File: src/apb_periph_pkg.sv
`default_nettype none

package apb_periph_pkg;

   // Bus widths
   typedef logic [31:0] apb_addr_t;
   typedef logic [31:0] apb_data_t;

   localparam int unsigned NUM_GPIO = 32;
   typedef logic [NUM_GPIO-1:0] gpio_vec_t;

   localparam int unsigned NUM_PWM = 4;
   typedef logic [15:0] pwm_cnt_t;

   // Address bits that pick one of the slaves
   localparam int unsigned SLOT_LSB = 12;
   localparam int unsigned SLOT_MSB = 15;
   typedef logic [SLOT_MSB-SLOT_LSB:0] apb_slot_t;
   typedef logic [SLOT_LSB-1:0]        apb_ofs_t;

   localparam apb_slot_t SLOT_GPIO = 4'd0;
   localparam apb_slot_t SLOT_PWM  = 4'd1;
   localparam apb_slot_t SLOT_CTRL = 4'd2;

   localparam apb_ofs_t GPIO_DIR_OFS = 12'h000;
   localparam apb_ofs_t GPIO_OUT_OFS = 12'h004;
   localparam apb_ofs_t GPIO_IN_OFS  = 12'h008;

   localparam apb_ofs_t PWM_PERIOD_OFS = 12'h000;
   localparam apb_ofs_t PWM_CTRL_OFS   = 12'h004;
   localparam apb_ofs_t PWM_COUNT_OFS  = 12'h008;
   // First of NUM_PWM consecutive threshold words
   localparam apb_ofs_t PWM_TH_OFS     = 12'h010;

   localparam apb_ofs_t CTRL_REG_OFS     = 12'h000;
   localparam apb_ofs_t CTRL_VERSION_OFS = 12'h004;

   localparam int unsigned CTRL_FETCH_BIT   = 0;
   localparam int unsigned CTRL_SA_BOOT_BIT = 1;
   localparam int unsigned CTRL_CL_RSTN_BIT = 2;

   localparam apb_data_t CTRL_VERSION = 32'h4150_0100;

endpackage

`default_nettype wire

File: src/apb_if.sv
`default_nettype none

interface apb_if;
   import apb_periph_pkg::*;

   logic      psel;
   logic      penable;
   logic      pwrite;
   apb_addr_t paddr;
   apb_data_t pwdata;
   apb_data_t prdata;
   logic      pready;
   logic      pslverr;

   modport master (
      output psel, penable, pwrite, paddr, pwdata,
      input  prdata, pready, pslverr
   );

   modport slave (
      input  psel, penable, pwrite, paddr, pwdata,
      output prdata, pready, pslverr
   );

endinterface

`default_nettype wire

File: src/apb_periph_demux.sv
`default_nettype none

module apb_periph_demux (
   input  logic                      psel_i,
   input  logic                      penable_i,
   input  logic                      pwrite_i,
   input  apb_periph_pkg::apb_addr_t paddr_i,
   input  apb_periph_pkg::apb_data_t pwdata_i,
   output apb_periph_pkg::apb_data_t prdata_o,
   output logic                      pready_o,
   output logic                      pslverr_o,
   apb_if.master                     gpio_bus,
   apb_if.master                     pwm_bus,
   apb_if.master                     ctrl_bus
);
   import apb_periph_pkg::*;

   apb_slot_t slot;

   assign slot = paddr_i[SLOT_MSB:SLOT_LSB];

   // Only the addressed slave is selected
   assign gpio_bus.psel = psel_i && (slot == SLOT_GPIO);
   assign pwm_bus.psel  = psel_i && (slot == SLOT_PWM);
   assign ctrl_bus.psel = psel_i && (slot == SLOT_CTRL);

   assign gpio_bus.penable = penable_i;
   assign gpio_bus.pwrite  = pwrite_i;
   assign gpio_bus.paddr   = paddr_i;
   assign gpio_bus.pwdata  = pwdata_i;

   assign pwm_bus.penable = penable_i;
   assign pwm_bus.pwrite  = pwrite_i;
   assign pwm_bus.paddr   = paddr_i;
   assign pwm_bus.pwdata  = pwdata_i;

   assign ctrl_bus.penable = penable_i;
   assign ctrl_bus.pwrite  = pwrite_i;
   assign ctrl_bus.paddr   = paddr_i;
   assign ctrl_bus.pwdata  = pwdata_i;

   // Response path back to the master
   always_comb begin
      case (slot)
         SLOT_GPIO: begin
            prdata_o  = gpio_bus.prdata;
            pready_o  = gpio_bus.pready;
            pslverr_o = gpio_bus.pslverr;
         end
         SLOT_PWM: begin
            prdata_o  = pwm_bus.prdata;
            pready_o  = pwm_bus.pready;
            pslverr_o = pwm_bus.pslverr;
         end
         SLOT_CTRL: begin
            prdata_o  = ctrl_bus.prdata;
            pready_o  = ctrl_bus.pready;
            pslverr_o = ctrl_bus.pslverr;
         end
         default: begin
            // Unmapped slot completes at once with an error
            prdata_o  = '0;
            pready_o  = 1'b1;
            pslverr_o = psel_i && penable_i;
         end
      endcase
   end

endmodule

`default_nettype wire

File: src/apb_gpio_regs.sv
`default_nettype none

module apb_gpio_regs (
   input  logic                      clk_i,
   input  logic                      rst_n_i,
   input  apb_periph_pkg::gpio_vec_t gpio_i,
   output apb_periph_pkg::gpio_vec_t gpio_o,
   output apb_periph_pkg::gpio_vec_t gpio_oe_o,
   apb_if.slave                      bus
);
   import apb_periph_pkg::*;

   apb_ofs_t  ofs;
   logic      access;
   logic      ofs_valid;
   logic      err;
   logic      wr_en;
   apb_data_t rdata;
   gpio_vec_t dir_q;
   gpio_vec_t out_q;
   gpio_vec_t sync_q1;
   gpio_vec_t sync_q2;

   assign ofs    = bus.paddr[SLOT_LSB-1:0];
   assign access = bus.psel && bus.penable;

   always_comb begin
      ofs_valid = 1'b1;
      rdata     = '0;
      case (ofs)
         GPIO_DIR_OFS: rdata = apb_data_t'(dir_q);
         GPIO_OUT_OFS: rdata = apb_data_t'(out_q);
         GPIO_IN_OFS:  rdata = apb_data_t'(sync_q2);
         default:      ofs_valid = 1'b0;
      endcase
   end

   // GPIO_IN is read-only
   assign err   = access && (!ofs_valid || (bus.pwrite && (ofs == GPIO_IN_OFS)));
   assign wr_en = access && bus.pwrite && !err;

   assign bus.prdata  = rdata;
   assign bus.pready  = 1'b1;
   assign bus.pslverr = err;

   always_ff @(posedge clk_i) begin
      if (!rst_n_i) begin
         dir_q <= '0;
         out_q <= '0;
      end else if (wr_en) begin
         case (ofs)
            GPIO_DIR_OFS: dir_q <= gpio_vec_t'(bus.pwdata);
            GPIO_OUT_OFS: out_q <= gpio_vec_t'(bus.pwdata);
            default: ;
         endcase
      end
   end

   // Two-stage synchronizer for the asynchronous pad inputs
   always_ff @(posedge clk_i) begin
      sync_q1 <= gpio_i;
      sync_q2 <= sync_q1;
   end

   assign gpio_oe_o = dir_q;
   assign gpio_o    = out_q;

endmodule

`default_nettype wire

File: src/apb_pwm_timer.sv
`default_nettype none

module apb_pwm_timer (
   input  logic                                clk_i,
   input  logic                                rst_n_i,
   output logic [apb_periph_pkg::NUM_PWM-1:0] pwm_o,
   apb_if.slave                                bus
);
   import apb_periph_pkg::*;

   localparam int unsigned TH_IDX_W = $clog2(NUM_PWM);
   localparam apb_ofs_t    TH_END   = PWM_TH_OFS + apb_ofs_t'(4 * NUM_PWM);

   apb_ofs_t             ofs;
   logic                 access;
   logic                 ofs_valid;
   logic                 th_hit;
   logic [TH_IDX_W-1:0]  th_idx;
   logic                 err;
   logic                 wr_en;
   apb_data_t            rdata;
   pwm_cnt_t             period_q;
   logic                 en_q;
   pwm_cnt_t             cnt_q;
   pwm_cnt_t             th_q [NUM_PWM];
   logic [NUM_PWM-1:0]   pwm_q;

   assign ofs    = bus.paddr[SLOT_LSB-1:0];
   assign access = bus.psel && bus.penable;
   assign th_hit = (ofs >= PWM_TH_OFS) && (ofs < TH_END) && (ofs[1:0] == 2'b00);
   assign th_idx = ofs[TH_IDX_W+1:2];

   always_comb begin
      ofs_valid = 1'b1;
      rdata     = '0;
      if (th_hit) begin
         rdata = apb_data_t'(th_q[th_idx]);
      end else begin
         case (ofs)
            PWM_PERIOD_OFS: rdata = apb_data_t'(period_q);
            PWM_CTRL_OFS:   rdata = apb_data_t'(en_q);
            PWM_COUNT_OFS:  rdata = apb_data_t'(cnt_q);
            default:        ofs_valid = 1'b0;
         endcase
      end
   end

   assign err   = access && (!ofs_valid || (bus.pwrite && (ofs == PWM_COUNT_OFS)));
   assign wr_en = access && bus.pwrite && !err;

   assign bus.prdata  = rdata;
   assign bus.pready  = 1'b1;
   assign bus.pslverr = err;

   always_ff @(posedge clk_i) begin
      if (!rst_n_i) begin
         period_q <= '0;
         en_q     <= 1'b0;
         th_q     <= '{default: '0};
      end else if (wr_en) begin
         if (th_hit) begin
            th_q[th_idx] <= pwm_cnt_t'(bus.pwdata);
         end else if (ofs == PWM_PERIOD_OFS) begin
            period_q <= pwm_cnt_t'(bus.pwdata);
         end else if (ofs == PWM_CTRL_OFS) begin
            en_q <= bus.pwdata[0];
         end
      end
   end

   // Counter idles at 0, runs 0 to period-1 while enabled
   always_ff @(posedge clk_i) begin
      if (!rst_n_i || !en_q || (period_q == '0)) begin
         cnt_q <= '0;
      end else if (cnt_q >= period_q - pwm_cnt_t'(1)) begin
         cnt_q <= '0;
      end else begin
         cnt_q <= cnt_q + pwm_cnt_t'(1);
      end
   end

   always_ff @(posedge clk_i) begin
      if (!rst_n_i) begin
         pwm_q <= '0;
      end else begin
         for (int i = 0; i < NUM_PWM; i++) begin
            pwm_q[i] <= en_q && (cnt_q < th_q[i]);
         end
      end
   end

   assign pwm_o = pwm_q;

endmodule

`default_nettype wire

File: src/apb_soc_ctrl.sv
`default_nettype none

module apb_soc_ctrl (
   input  logic  clk_i,
   input  logic  rst_n_i,
   output logic  cluster_fetch_en_o,
   output logic  cluster_sa_boot_o,
   output logic  cluster_rstn_o,
   apb_if.slave  bus
);
   import apb_periph_pkg::*;

   apb_ofs_t                  ofs;
   logic                      access;
   logic                      ofs_valid;
   logic                      err;
   logic                      wr_en;
   apb_data_t                 rdata;
   logic [CTRL_CL_RSTN_BIT:0] ctrl_q;

   assign ofs    = bus.paddr[SLOT_LSB-1:0];
   assign access = bus.psel && bus.penable;

   always_comb begin
      ofs_valid = 1'b1;
      rdata     = '0;
      case (ofs)
         CTRL_REG_OFS:     rdata = apb_data_t'(ctrl_q);
         CTRL_VERSION_OFS: rdata = CTRL_VERSION;
         default:          ofs_valid = 1'b0;
      endcase
   end

   // Writes to the version word are dropped silently
   assign err   = access && !ofs_valid;
   assign wr_en = access && bus.pwrite && (ofs == CTRL_REG_OFS);

   assign bus.prdata  = rdata;
   assign bus.pready  = 1'b1;
   assign bus.pslverr = err;

   // Cluster stays in reset until software releases it
   always_ff @(posedge clk_i) begin
      if (!rst_n_i) begin
         ctrl_q <= '0;
      end else if (wr_en) begin
         ctrl_q <= bus.pwdata[CTRL_CL_RSTN_BIT:0];
      end
   end

   assign cluster_fetch_en_o = ctrl_q[CTRL_FETCH_BIT];
   assign cluster_sa_boot_o  = ctrl_q[CTRL_SA_BOOT_BIT];
   assign cluster_rstn_o     = ctrl_q[CTRL_CL_RSTN_BIT];

endmodule

`default_nettype wire

File: src/apb_subsystem.sv
`default_nettype none

module apb_subsystem (
   input  logic                                clk_i,
   input  logic                                rst_n_i,
   input  logic                                psel_i,
   input  logic                                penable_i,
   input  logic                                pwrite_i,
   input  apb_periph_pkg::apb_addr_t           paddr_i,
   input  apb_periph_pkg::apb_data_t           pwdata_i,
   output apb_periph_pkg::apb_data_t           prdata_o,
   output logic                                pready_o,
   output logic                                pslverr_o,
   input  apb_periph_pkg::gpio_vec_t           gpio_i,
   output apb_periph_pkg::gpio_vec_t           gpio_o,
   output apb_periph_pkg::gpio_vec_t           gpio_oe_o,
   output logic [apb_periph_pkg::NUM_PWM-1:0] pwm_o,
   output logic                                cluster_fetch_en_o,
   output logic                                cluster_sa_boot_o,
   output logic                                cluster_rstn_o
);

   apb_if gpio_bus ();
   apb_if pwm_bus ();
   apb_if ctrl_bus ();

   apb_periph_demux u_demux (
      .psel_i    ( psel_i    ),
      .penable_i ( penable_i ),
      .pwrite_i  ( pwrite_i  ),
      .paddr_i   ( paddr_i   ),
      .pwdata_i  ( pwdata_i  ),
      .prdata_o  ( prdata_o  ),
      .pready_o  ( pready_o  ),
      .pslverr_o ( pslverr_o ),
      .gpio_bus  ( gpio_bus  ),
      .pwm_bus   ( pwm_bus   ),
      .ctrl_bus  ( ctrl_bus  )
   );

   apb_gpio_regs u_gpio (
      .clk_i     ( clk_i     ),
      .rst_n_i   ( rst_n_i   ),
      .gpio_i    ( gpio_i    ),
      .gpio_o    ( gpio_o    ),
      .gpio_oe_o ( gpio_oe_o ),
      .bus       ( gpio_bus  )
   );

   apb_pwm_timer u_pwm (
      .clk_i   ( clk_i   ),
      .rst_n_i ( rst_n_i ),
      .pwm_o   ( pwm_o   ),
      .bus     ( pwm_bus )
   );

   apb_soc_ctrl u_soc_ctrl (
      .clk_i              ( clk_i              ),
      .rst_n_i            ( rst_n_i            ),
      .cluster_fetch_en_o ( cluster_fetch_en_o ),
      .cluster_sa_boot_o  ( cluster_sa_boot_o  ),
      .cluster_rstn_o     ( cluster_rstn_o     ),
      .bus                ( ctrl_bus           )
   );

endmodule

`default_nettype wire

File: config.mk
export PLATFORM = sky130hd
export DESIGN_NAME = apb_subsystem
export DESIGN_NICKNAME = d
export VERILOG_FILES = /design/src/apb_periph_pkg.sv /design/src/apb_if.sv /design/src/apb_periph_demux.sv /design/src/apb_gpio_regs.sv /design/src/apb_pwm_timer.sv /design/src/apb_soc_ctrl.sv /design/src/apb_subsystem.sv
export SDC_FILE = /design/constraint.sdc
export NUM_CORES = 1
export LEC_CHECK = 0
export ABC_AREA = 1
export BUFFER_PORTS_ARGS = -buffer_cell sky130_fd_sc_hd__buf_2
export CAP_MARGIN = 20
export CORE_MARGIN = 4
export CORE_UTILIZATION = 55
export DETAILED_ROUTE_END_ITERATION = 12
export PLACE_DENSITY = 0.79
export SKIP_CTS_REPAIR_TIMING = 1
export SYNTH_ARGS = -nofsm -noshare
export SYNTH_HDL_FRONTEND = slang
export SYNTH_SLANG_ARGS = --single-unit
File: constraint.sdc
create_clock -name clk_i -period 5.3 [get_ports clk_i]
set_input_delay 1.06 -clock clk_i [delete_from_list [all_inputs] [get_ports clk_i]]
set_output_delay 1.06 -clock clk_i [all_outputs]
set_load 0.03 [all_outputs]
### Yosys cells after proc, flatten, opt, wreduce, memory -nomap -nowiden

Cells that the tools add are included.

* divide/modulo/power cells: 0
* bitwise gates (word level): 3
* equal/unequal tests: 4
* multiply operators: 0
* $lt $le $gt $ge: 9
* multiplexer cells: 15
* reductions and logical operators: 47
* shift operators: 0
* add/subtract/negate cells: 2

Operators with widths (count)
* $pmux 32 s3: 2
* $bwmux 64: 1
* $lt 16x16->1: 4
* $pmux 31 s2: 1
* $mux 16: 3
* $pmux 16 s3: 1
* $bmux 16 s2: 1
* $demux 16 s2: 1
* $mux 32: 1
* $logic_and 1x1->1: 24
* $add 16x1->16 const B: 1
* $ge 16x16->1: 1
* $logic_not 16->1: 1
* $sub 16x1->16 const B: 1
* $eq 12x3->1 const B: 1
* $eq 12x4->1 const B: 1
* $ge 12x5->1 const B: 1
* $logic_not 12->1: 1
* $lt 12x6->1 const B: 1
* $logic_not 1->1: 7
* $reduce_and 2->1: 3
* $eq 4x1->1 const B: 1
* $eq 4x2->1 const B: 1
* $logic_not 4->1: 1
* other kinds (12): 19

* memories: 0
* bits of input ports: 101
* bits in latches: 0
* register bits after elaboration: 232
* word-level logic and storage cells: 93
* bits in read-only memories: 0
* memory bits (writable): 0
* output and inout bits: 105

### Logic depth before layout (Yosys ltp)

Gate-level depths: netlist of the first run.

* depth in word-level cells: 10
* depth in mapped cells: 15
* mapped depth without buffers: 14

### Modules after synthesis

From an unflattened synthesis of the first run, not the netlist that was laid out.

* cell total of the unflattened synthesis: 2099
* area total of the unflattened synthesis: 14525.2 µm²

Modules (own cells, without submodules)
* apb_pwm_timer: cells an instance 1065, area an instance 7093.1 µm², instances 1, sequential area each 2021.9 µm²
* apb_gpio_regs: cells an instance 582, area an instance 4559.4 µm², instances 1, sequential area each 2562.5 µm²
* apb_periph_demux: cells an instance 372, area an instance 2386.0 µm², instances 1, sequential area each 0.0 µm²
* apb_soc_ctrl: cells an instance 80, area an instance 486.7 µm², instances 1, sequential area each 60.1 µm²

### Least setup slack after synthesis of the first run

No wires, ideal clock.

* path kind: input-to-output
* start: input paddr_i[3]
* end: output prdata_o[16]
* buffers on the path: 2
* slack: 1569 ps
* data arrival time: 2671 ps
* stages on the path: 9
* data required time: 4240 ps
* path through: buf_2 > nor2_4 > inv_2 > nor3_4 > inv_2 > clkbuf_1 > o21ai_1 > a21oi_1 > nor2_1

* cells in the longest elaborated chain, start to end: 3
* elaborated cells between the ends (all ways): 5
* classes of those cells: eq/ne (2); mux (2); reduce/logical (1)

Ends and longest elaborated chain
* start: declaration: RTL line apb_subsystem.sv:9 `input apb_periph_pkg::apb_addr_t paddr_i,`
* $eq 12x4->1, or another cell as far along: RTL line apb_gpio_regs.sv:30 `case (ofs)`
* $pmux 32 s3 (*): RTL line apb_gpio_regs.sv:30
* $pmux 32 s3 (*): RTL line apb_periph_demux.sv:44 `case (slot)`
* end: declaration: RTL line apb_subsystem.sv:11 `output apb_periph_pkg::apb_data_t prdata_o,`

Every way passes the cells marked *; elsewhere a longest branch is shown, timed or not.

### Worst setup path after layout of the first run

* start: input paddr_i[1]
* end: output prdata_o[24]

* cells in the longest elaborated chain, start to end: 3
* elaborated cells between the ends (all ways): 6
* classes of those cells: eq/ne (2); mux (3); reduce/logical (1)

Ends and longest elaborated chain (RTL line)
* $eq 12x4->1, or another cell as far along: apb_gpio_regs.sv:30
* $pmux 32 s3 or $pmux 31 s2 (tied branches): apb_gpio_regs.sv:30, apb_soc_ctrl.sv:27
* $pmux 32 s3 (*): apb_periph_demux.sv:44

Marks and branches as above.

==> impl_metrics.py, run 1 <==
metrics = {
    "sta": {
        "setup_viol": 0,
        "rsz0062_at_grt": "no",
        "layout_worst_path_cycle_share": 0.827,
        "relSlewSlack": 0.394,
        "slew_viol_final": 0,
        "hold_viol": 0,
        "min_period_ps": 4380,
        "finalSetupTns_ps": 0,
        "tightestPinTransition_ps": 909,
        "skew_ps": 11.8,
        "fmax_mhz": 228,
        "holdWs_ps": 321,
    },
    "drt": {
        "dr.first_iter.drc_count": 855,
        "wl_per_cell_um": 16.5,
        "vias": 11500,
        "routed_via_density": 5.35,
        "drc": 0,
        "postRouteAntennaNets": 0,
        "first_pass_iters": 6,
        "drt-total-wl_mm": 35.7,
    },
    "clock_tree": {
        "clk_latency_ps": 530,
        "cts-htree-levels": 1,
        "numCtsBuffers": 25,
        "cts_tree": "built",
        "clk_path_buf_depth": 3,
        "cts_sinks": 232,
        "clk_pin_slew_ps": 60,
        "cts-root-buf": "clkbuf_16",
    },
    "synth": {
        "netlist_area_sq_mm": 0.0117,
        "synth_edf_count": 0,
        "synthDistinctLibCells": 36,
        "syn_area_per_cell_sq_um": 6.83,
        "ys_ff_latch": 232,
        "postSynthCellCount": 1706,
        "synth_nets": 1885,
        "ys_seq_area_frac": 0.398,
        "ys.flop_type": "dfxtp_1",
        "synthArstFlopShare": 0,
        "yosysWarnings": 0,
    },
    "min_path": {
        "holdCritPathClass": "register to register",
        "whs_path_depth": 0,
        "worstHoldStart": "u_gpio.sync_q1[30]$_DFF_P_",
        "hold-path-endpoint": "u_gpio.sync_q2[30]$_DFF_P_",
    },
    "layout": {
        "syn2layout_area_growth_pct": 17.6,
        "fillers": 1842,
        "layout.cells.non_filler": 2156,
        "nNetsFinal": 2045,
        "drive_above_1_share": 0.137,
        "mostFrequentLayoutCell": "nor2_1",
        "layout_common_cells": "389 x nor2_1, 366 x nand2_1, 232 x dfxtp_1",
    },
    "power_and_ir_drop": {
        "ir_drop_uv": 302,
        "p_leak_nw": 6.94,
        "finalPower_mw": 3.99,
        "power_density_mw_per_mm2": 291,
    },
    "critical_path": {
        "critPathCaptureType": "output pin",
        "worst_r2r_startpoint": "u_pwm.period_q[0]$_SDFFE_PN0P_",
        "r2r_slack_ps": 1800,
        "rr_endpoint": "u_pwm.cnt_q[7]$_SDFF_PP0_",
        "critPathKind": "primary input to output pin",
        "start_kind": "primary input",
        "crit_path_start": "paddr_i[1]",
        "r2r_cells": 14,
        "crit_required_ps": 4240,
        "cp.arrival_ps": 3320,
        "cp_max_fo": 27,
    },
    "floorplanning": {
        "start_util": 0.567,
        "io_pins": 206,
        "core_sq_mm": 0.0206,
        "dieArea_sq_mm": 0.0236,
        "dieHeight_um": 154,
        "die_w_um": 154,
        "fp-row-count": 52,
    },
    "global_route": {
        "antenna_found_initial": 1,
        "grt_use_total": 0.290,
        "grt_max_degree": 82,
        "overflow": 0,
        "grt_pass1_wl_mm": 56.4,
        "grt_pass1_vias": 11100,
    },
    "placement": {
        "gp_congestion": 0.938,
        "dp.cells": 2108,
        "port_buffers": 188,
        "hpwl_mm": 24.8,
    },
    "run": {
        "max-cap-violations": 0,
    },
    "outcome": {
        "status": "completed",
    },
}
where the power goes:
group	internal, mW	switching (mW)
sequential	1.77	0.00629
clock	1.34	0.734
combinational	0.0413	0.0966
cells by family after synthesis:
| kind of cell | count (synthesis) | synth area share |
|---|---|---|
| and+or+nand+nor | 841 | 0.288 |
| buffers and inverters | 285 | 0.0971 |
| AOI/OAI and AO/OA | 245 | 0.114 |
| DFF | 232 | 0.398 |
| adders and majority gates | 78 | 0.0837 |
| xor gates and xnor gates | 24 | 0.0180 |
| other | 1 | 0.000322 |
metrics by stage:
step / worst slack (ps) / area (sq um) / util
floorplan: 1570 / 11700 / -
global placement: 958 / 12700 / 0.618
detailed placement: 944 / 12700 / 0.618
CTS: 933 / 13700 / 0.666
global route: 725 / 13700 / 0.667
finish: 916 / 13700 / 0.667
flip-flops by register name, summed over array words and instances, names as in the netlist:
register / cells
u_pwm.th_q: 64
u_gpio.gpio_o: 32
u_gpio.gpio_oe_o: 32
u_gpio.sync_q1: 32
u_gpio.sync_q2: 32
u_pwm.cnt_q: 16
u_pwm.period_q: 16
u_pwm.pwm_o: 4
u_soc_ctrl.ctrl_q: 3
u_pwm.en_q: 1
per-layer routing:
layer  vias up  track usage  share of wire
met3        93       0.0666          0.088
met5         -            0              0
li1       5657            -              -
met1      5331        0.360           0.40
met2       460        0.500           0.48
met4         0       0.0955          0.032
how the worst max path moves through the flow:
stage	to	slack, ps
floorplan	prdata_o[16]	1570
global placement	prdata_o[30]	960
detailed placement	prdata_o[24]	940
CTS	prdata_o[5]	930
global route	prdata_o[27]	730
finish	prdata_o[24]	920
cells in the mapped netlist, drive strengths merged (2+ instances only):
cell / instances / share of area
a21oi: 61 / 0.027
buf: 23 / 0.013
clkbuf: 41 / 0.013
dfxtp: 232 / 0.40
ha: 78 / 0.084
inv: 220 / 0.071
nand2: 366 / 0.12
nand3: 41 / 0.020
nand4: 13 / 0.0075
nor2: 396 / 0.13
nor3: 23 / 0.012
o2111ai: 16 / 0.012
o211ai: 5 / 0.0032
o21ai: 156 / 0.067
o22ai: 2 / 0.0011
o31a: 4 / 0.0030
xnor2: 2 / 0.0015
xor2: 22 / 0.017
critical path, stage by stage:
cell	delay, ps
buf_2	90
nor2_1	250
nor3b_1	270
nand2_1	310
inv_1	490
buf_12	250
nand2_1	80
o21ai_0	90
o21ai_0	100
nand2_1	110
buf_2	200
final cells by class:
type | instances | area (sq um) | area share
flip-flops and latches | 232 | 4640 | 0.339
clock inverters | 12 | 267 | 0.0194
diodes | 1 | 2.50 | 0.000183
multi-input cells | 1189 | 5880 | 0.429
well taps | 270 | 338 | 0.0246
repair buffers | 197 | 1030 | 0.0752
clock buffers | 34 | 719 | 0.0525
inverters | 221 | 830 | 0.0605
Note: power is estimated with default switching activity, not from simulation.
==> run 2: changes to the inputs <==
--- a/config.mk
+++ b/config.mk
@@ -9,9 +9,9 @@
 export BUFFER_PORTS_ARGS = -buffer_cell sky130_fd_sc_hd__buf_2
 export CAP_MARGIN = 20
 export CORE_MARGIN = 4
-export CORE_UTILIZATION = 55
+export CORE_UTILIZATION = 51
 export DETAILED_ROUTE_END_ITERATION = 12
-export PLACE_DENSITY = 0.79
+export PLACE_DENSITY = 0.77
 export SKIP_CTS_REPAIR_TIMING = 1
 export SYNTH_ARGS = -nofsm -noshare
 export SYNTH_HDL_FRONTEND = slang
==> constraint.sdc (replaced) <==
create_clock -name clk_i -period 3.85 [get_ports clk_i]
set_input_delay 0.77 -clock clk_i [delete_from_list [all_inputs] [get_ports clk_i]]
set_output_delay 0.77 -clock clk_i [all_outputs]
set_load 0.03 [all_outputs]
==> run 2 against run 1 <==
Net effect:
- count of clock-buffer cells in the layout down 2
- highest routed layer unchanged
- non-clock buffer count grew 16
- hold slack better by 3.8 ps
- via count down 0.36%
- largest cell class unchanged
- clock power is 24% higher
- clock skew decreased by 3.0 ps
==> impl_metrics.py, run 2 (same netlist as run 1, synthesis figures left out) <==
metrics = {
    "outcome": {
        "status": "completed",
    },
    "layout": {
        "regMostFlops": "u_pwm.th_q",
        "largest_reg_flops": 64,
        "layout_common_cells": "389 x nor2_1, 366 x nand2_1, 232 x dfxtp_1",
        "nNetsFinal": 2061,
        "syn2layout_area_growth_pct": 17.8,
        "mostFrequentLayoutCell": "nor2_1",
        "drive_above_1_share": 0.143,
        "antenna_cells": 0,
    },
    "power_and_ir_drop": {
        "ir_drop_uv": 351,
        "p_leak_nw": 6.97,
        "finalPower_mw": 5.20,
        "power_density_mw_per_mm2": 379,
    },
    "global_route": {
        "grt_pass1_vias": 11100,
        "grt_max_degree": 96,
        "antenna_found_initial": 1,
        "overflow": 0,
        "grt_use_total": 0.272,
        "grt_pass1_wl_mm": 56.8,
    },
    "critical_path": {
        "cp_max_fo": 17,
        "critPathCaptureType": "output pin",
        "crit_required_ps": 3080,
        "critPathKind": "primary input to output pin",
        "cp.arrival_ps": 2760,
        "start_kind": "primary input",
    },
    "min_path": {
        "holdCritPathClass": "register to register",
    },
    "floorplanning": {
        "fp-row-count": 55,
        "start_util": 0.516,
        "die_w_um": 159,
        "dieArea_sq_mm": 0.0253,
        "io_pins": 206,
        "dieHeight_um": 159,
        "core_sq_mm": 0.0226,
    },
    "sta": {
        "setup_viol": 0,
        "slew_viol_final": 0,
        "relSlewSlack": 0.529,
        "fmax_mhz": 283,
        "min_period_ps": 3530,
        "rsz0062_at_grt": "no",
        "tightestPinTransition_ps": 705,
        "layout_worst_path_cycle_share": 0.917,
        "finalSetupTns_ps": 0,
        "skew_ps": 8.78,
        "hold_viol": 0,
    },
    "clock_tree": {
        "cts-htree-levels": 1,
        "cts_sinks": 232,
        "clk_path_buf_depth": 3,
        "numCtsBuffers": 25,
        "clk_latency_ps": 520,
        "clk_pin_slew_ps": 60,
        "cts_tree": "built",
        "cts-root-buf": "clkbuf_16",
    },
    "drt": {
        "drc": 0,
        "postRouteAntennaNets": 0,
        "first_pass_iters": 7,
        "vias": 11500,
        "wl_per_cell_um": 16.4,
        "dr.first_iter.drc_count": 808,
        "routed_via_density": 5.27,
        "drt-total-wl_mm": 35.8,
    },
    "placement": {
        "gp_congestion": 0.916,
        "port_buffers": 188,
        "hpwl_mm": 26.0,
    },
    "run": {
        "max-cap-violations": 0,
    },
}
-- run 2: cell types whose count changed in the layout (fill, tap and decap cells not counted), moves of 2 or more --
cell       previous run  this run
clkbuf_8              6         3
clkinv_2              2         4
buf_4                 8        24
bufinv_16             8         5
clkinv_4              0         2
-- run 2: per-stage QoR --
| step | hold slack (ps) | cells | utilization | cell area (sq um) | setup WS [ps] |
|---|---|---|---|---|---|
| floorplan | 310 | 1706 | - | 11700 | 699 |
| global placement | 310 | 2140 | 0.570 | 12900 | 398 |
| detailed placement | 313 | 2140 | 0.570 | 12900 | 365 |
| CTS | 326 | 2183 | 0.609 | 13700 | 368 |
| global route | 330 | 2183 | 0.609 | 13700 | 96.9 |
| finish | 325 | 2183 | 0.609 | 13700 | 319 |
-- run 2: power breakdown --
part	total, mW	leakage [nW]	switching [mW]	internal (mW)
clock	2.56	0.429	0.981	1.58
sequential	2.45	1.89	0.0101	2.44
combinational	0.194	4.64	0.134	0.0595
-- run 2: final cells by class --
type,count,area [sq um]
fillers,2069,8840
multi-input cells,1189,5880
flip-flops and latches,232,4640
repair buffers,213,1160
inverters,221,830
clock buffers,32,682
well taps,285,357
clock inverters,11,188
-- run 2: final timing paths --
check | from | endpoint | slack (ps) | cells past startpoint
max | paddr_i[15] | prdata_o[14] | 320 | 9
min | u_gpio.sync_q1[4]$_DFF_P_ | u_gpio.sync_q2[4]$_DFF_P_ | 330 | 0
max reg2reg | u_pwm.period_q[0]$_SDFFE_PN0P_ | u_pwm.cnt_q[15]$_SDFF_PP0_ | 800 | 15
min reg2reg | u_gpio.sync_q1[4]$_DFF_P_ | u_gpio.sync_q2[4]$_DFF_P_ | 330 | 0
-- run 2: routing by layer --
| metal | vias up | track usage | share of wire |
|---|---|---|---|
| met1 | 5240 | 0.338 | 0.41 |
| li1 | 5682 | - | - |
| met5 | - | 0 | 0 |
| met4 | 0 | 0.0856 | 0.033 |
| met2 | 490 | 0.472 | 0.47 |
| met3 | 87 | 0.0588 | 0.083 |
-- run 2: critical path, cell delays in order --
cell and delay (ps):
buf_2 90, nor2_1 220, nand2_1 80, nor2_1 210, clkinv_1 470, a21oi_1 340, o21ai_0 190, nand2_1 150
buf_2 220
==> run 3: changes to the inputs <==
--- a/config.mk
+++ b/config.mk
@@ -9,9 +9,9 @@
 export BUFFER_PORTS_ARGS = -buffer_cell sky130_fd_sc_hd__buf_2
 export CAP_MARGIN = 20
 export CORE_MARGIN = 4
-export CORE_UTILIZATION = 51
+export CORE_UTILIZATION = 55
 export DETAILED_ROUTE_END_ITERATION = 12
-export PLACE_DENSITY = 0.77
+export PLACE_DENSITY = 0.79
 export SKIP_CTS_REPAIR_TIMING = 1
 export SYNTH_ARGS = -nofsm -noshare
 export SYNTH_HDL_FRONTEND = slang
==> constraint.sdc (replaced) <==
create_clock -name clk_i -period 4.4 [get_ports clk_i]
set_input_delay 0.88 -clock clk_i [delete_from_list [all_inputs] [get_ports clk_i]]
set_output_delay 0.88 -clock clk_i [all_outputs]
set_load 0.03 [all_outputs]
==> run 3 against run 2 <==
Net effect:
- power shrank 14%
- flip-flop and latch count is the same
- clock power shrank 14%
- sequential power shrank 13%
- non-clock buffer count shrank 14
- sequential share of layout area grew 0.33 points
- utilization grew 5.3 points
- register-to-register slack gained 40 ps
- combinational power shrank 15%
- first-iteration DRC count grew 7.4%
- final cell count shrank 1.1%
- critical path type unchanged
- largest cell class unchanged
==> impl_metrics.py, run 3 (same netlist as run 1, synthesis figures left out) <==
metrics = {
    "sta": {
        "relSlewSlack": 0.339,
        "tightestPinTransition_ps": 992,
        "slew_viol_final": 0,
        "layout_worst_path_cycle_share": 0.894,
        "rsz0062_at_grt": "no",
        "setup_viol": 0,
        "fmax_mhz": 254,
        "setup_slack_ps": 467,
        "finalSetupTns_ps": 0,
        "hold_viol": 0,
        "min_period_ps": 3930,
        "holdWs_ps": 319,
        "skew_ps": 17.4,
    },
    "floorplanning": {
        "io_pins": 206,
        "dieArea_sq_mm": 0.0236,
        "die_w_um": 154,
        "dieHeight_um": 154,
        "fp-row-count": 52,
        "core_sq_mm": 0.0206,
        "start_util": 0.567,
    },
    "global_route": {
        "grt_max_degree": 89,
        "overflow": 0,
        "grt_pass1_vias": 10900,
        "grt_use_total": 0.286,
        "antenna_found_initial": 3,
        "grt_pass1_wl_mm": 55.6,
    },
    "critical_path": {
        "rr_endpoint": "u_pwm.cnt_q[10]$_SDFF_PP0_",
        "cp_top_family": "simple AND/OR/NAND/NOR gates",
        "critPathKind": "primary input to output pin",
        "critPathCaptureType": "output pin",
        "critPathBufInv": 3,
        "crit_slowest_cell": "clkinv_1",
        "start_kind": "primary input",
        "cp.arrival_ps": 3050,
        "worstPathCellList": "buf_2 > nor2_1 > nand2_1 > nor2_1 > clkinv_1 > a21oi_1 > o21ai_0 > nand2_1 > buf_2",
        "r2r_cells": 14,
        "cp_max_fo": 17,
        "r2r_slack_ps": 840,
        "crit_required_ps": 3520,
        "worst_r2r_startpoint": "u_pwm.period_q[0]$_SDFFE_PN0P_",
        "critPathMaxStageDelay_ps": 460,
    },
    "min_path": {
        "holdCritPathClass": "register to register",
        "hold-path-endpoint": "u_gpio.sync_q2[10]$_DFF_P_",
        "worstHoldStart": "u_gpio.sync_q1[10]$_DFF_P_",
        "whs_path_depth": 0,
    },
    "clock_tree": {
        "cts-root-buf": "clkbuf_16",
        "cts_sinks": 232,
        "cts-htree-levels": 1,
        "clk_path_buf_depth": 3,
        "clk_latency_ps": 550,
        "cts_tree": "built",
        "clk_pin_slew_ps": 60,
        "numCtsBuffers": 25,
    },
    "placement": {
        "place_ws_ps": 535,
        "port_buffers": 188,
        "gp_congestion": 0.894,
        "hpwl_mm": 25.0,
        "place_area_sq_mm": 0.0127,
        "dp.cells": 2111,
    },
    "drt": {
        "routed_via_density": 5.29,
        "drt-total-wl_mm": 35.2,
        "postRouteAntennaNets": 0,
        "dr.first_iter.drc_count": 868,
        "first_pass_iters": 5,
        "vias": 11400,
        "wl_per_cell_um": 16.3,
        "drc": 0,
    },
    "layout": {
        "regMostFlops": "u_pwm.th_q",
        "fillers": 1841,
        "layout_common_cells": "389 x nor2_1, 366 x nand2_1, 232 x dfxtp_1",
        "nNetsFinal": 2047,
        "final_area_sq_mm": 0.0136,
        "layout.cells.non_filler": 2158,
        "mostFrequentLayoutCell": "nor2_1",
        "largest_reg_flops": 64,
        "syn2layout_area_growth_pct": 16.7,
        "utilization": 0.662,
        "drive_above_1_share": 0.136,
    },
    "run": {
        "max-cap-violations": 0,
    },
    "power_and_ir_drop": {
        "ir_drop_uv": 326,
        "p_leak_nw": 6.90,
        "power_density_mw_per_mm2": 330,
        "finalPower_mw": 4.49,
    },
    "outcome": {
        "status": "completed",
    },
}
[run 3: changes by cell type in the layout (fill, tap and decap cells not counted)]
| cell | change |
|---|---|
| clkbuf_8 | +2 |
| bufinv_16 | -2 |
| inv_16 | +1 |
| clkinv_4 | -2 |
| clkinvlp_4 | +1 |
| clkbuf_1 | +2 |
| buf_4 | -14 |
| diode_2 | +2 |
[run 3: worst max-delay path by stage]
stage / startpoint / to / cells past startpoint
2_1_floorplan: paddr_i[3] / prdata_o[16] / 9
3_3_place_gp: paddr_i[1] / prdata_o[14] / 11
3_5_place_dp: paddr_i[1] / prdata_o[14] / 11
4_1_cts: paddr_i[1] / prdata_o[14] / 11
5_1_grt: paddr_i[2] / prdata_o[14] / 12
6_report: paddr_i[15] / prdata_o[15] / 9
[run 3: final cells by class]
cell class	instances	area, sq um	area share
clock buffer	36	717	0.0527
sequential	232	4640	0.341
timing repair buffer	199	1050	0.0773
clock inverter	9	138	0.0101
tap	270	338	0.0248
inverter	221	830	0.0610
antenna	2	5.00	0.000368
multi-input combinational	1189	5880	0.432
[run 3: report_power, final]
part           switching, mW  internal (mW)  total [mW]
Sequential           0.00726           2.13        2.14
Combinational          0.114         0.0503       0.164
Clock                  0.879           1.31        2.19
Total                  0.999           3.49        4.49
[run 3: worst reg2reg max path, stage by stage (launching register included)]
cell	delay (ps)
dfxtp_1	290
inv_1	140
ha_1	220
nand3_1	180
nor3_1	390
nand2_1	180
nor3_1	230
xor2_1	190
inv_1	60
ha_1	260
nand2_1	140
o21ai_0	160
a21oi_1	170
nand4_1	570
nor2_1	270
[run 3: per-layer routing]
metal / vias to the layer above / track usage / share of wire
li1: 5661 / - / -
met1: 5204 / 0.366 / 0.42
met2: 465 / 0.485 / 0.47
met3: 82 / 0.0579 / 0.083
met4: 2 / 0.0950 / 0.032
met5: - / 0 / 0.00051
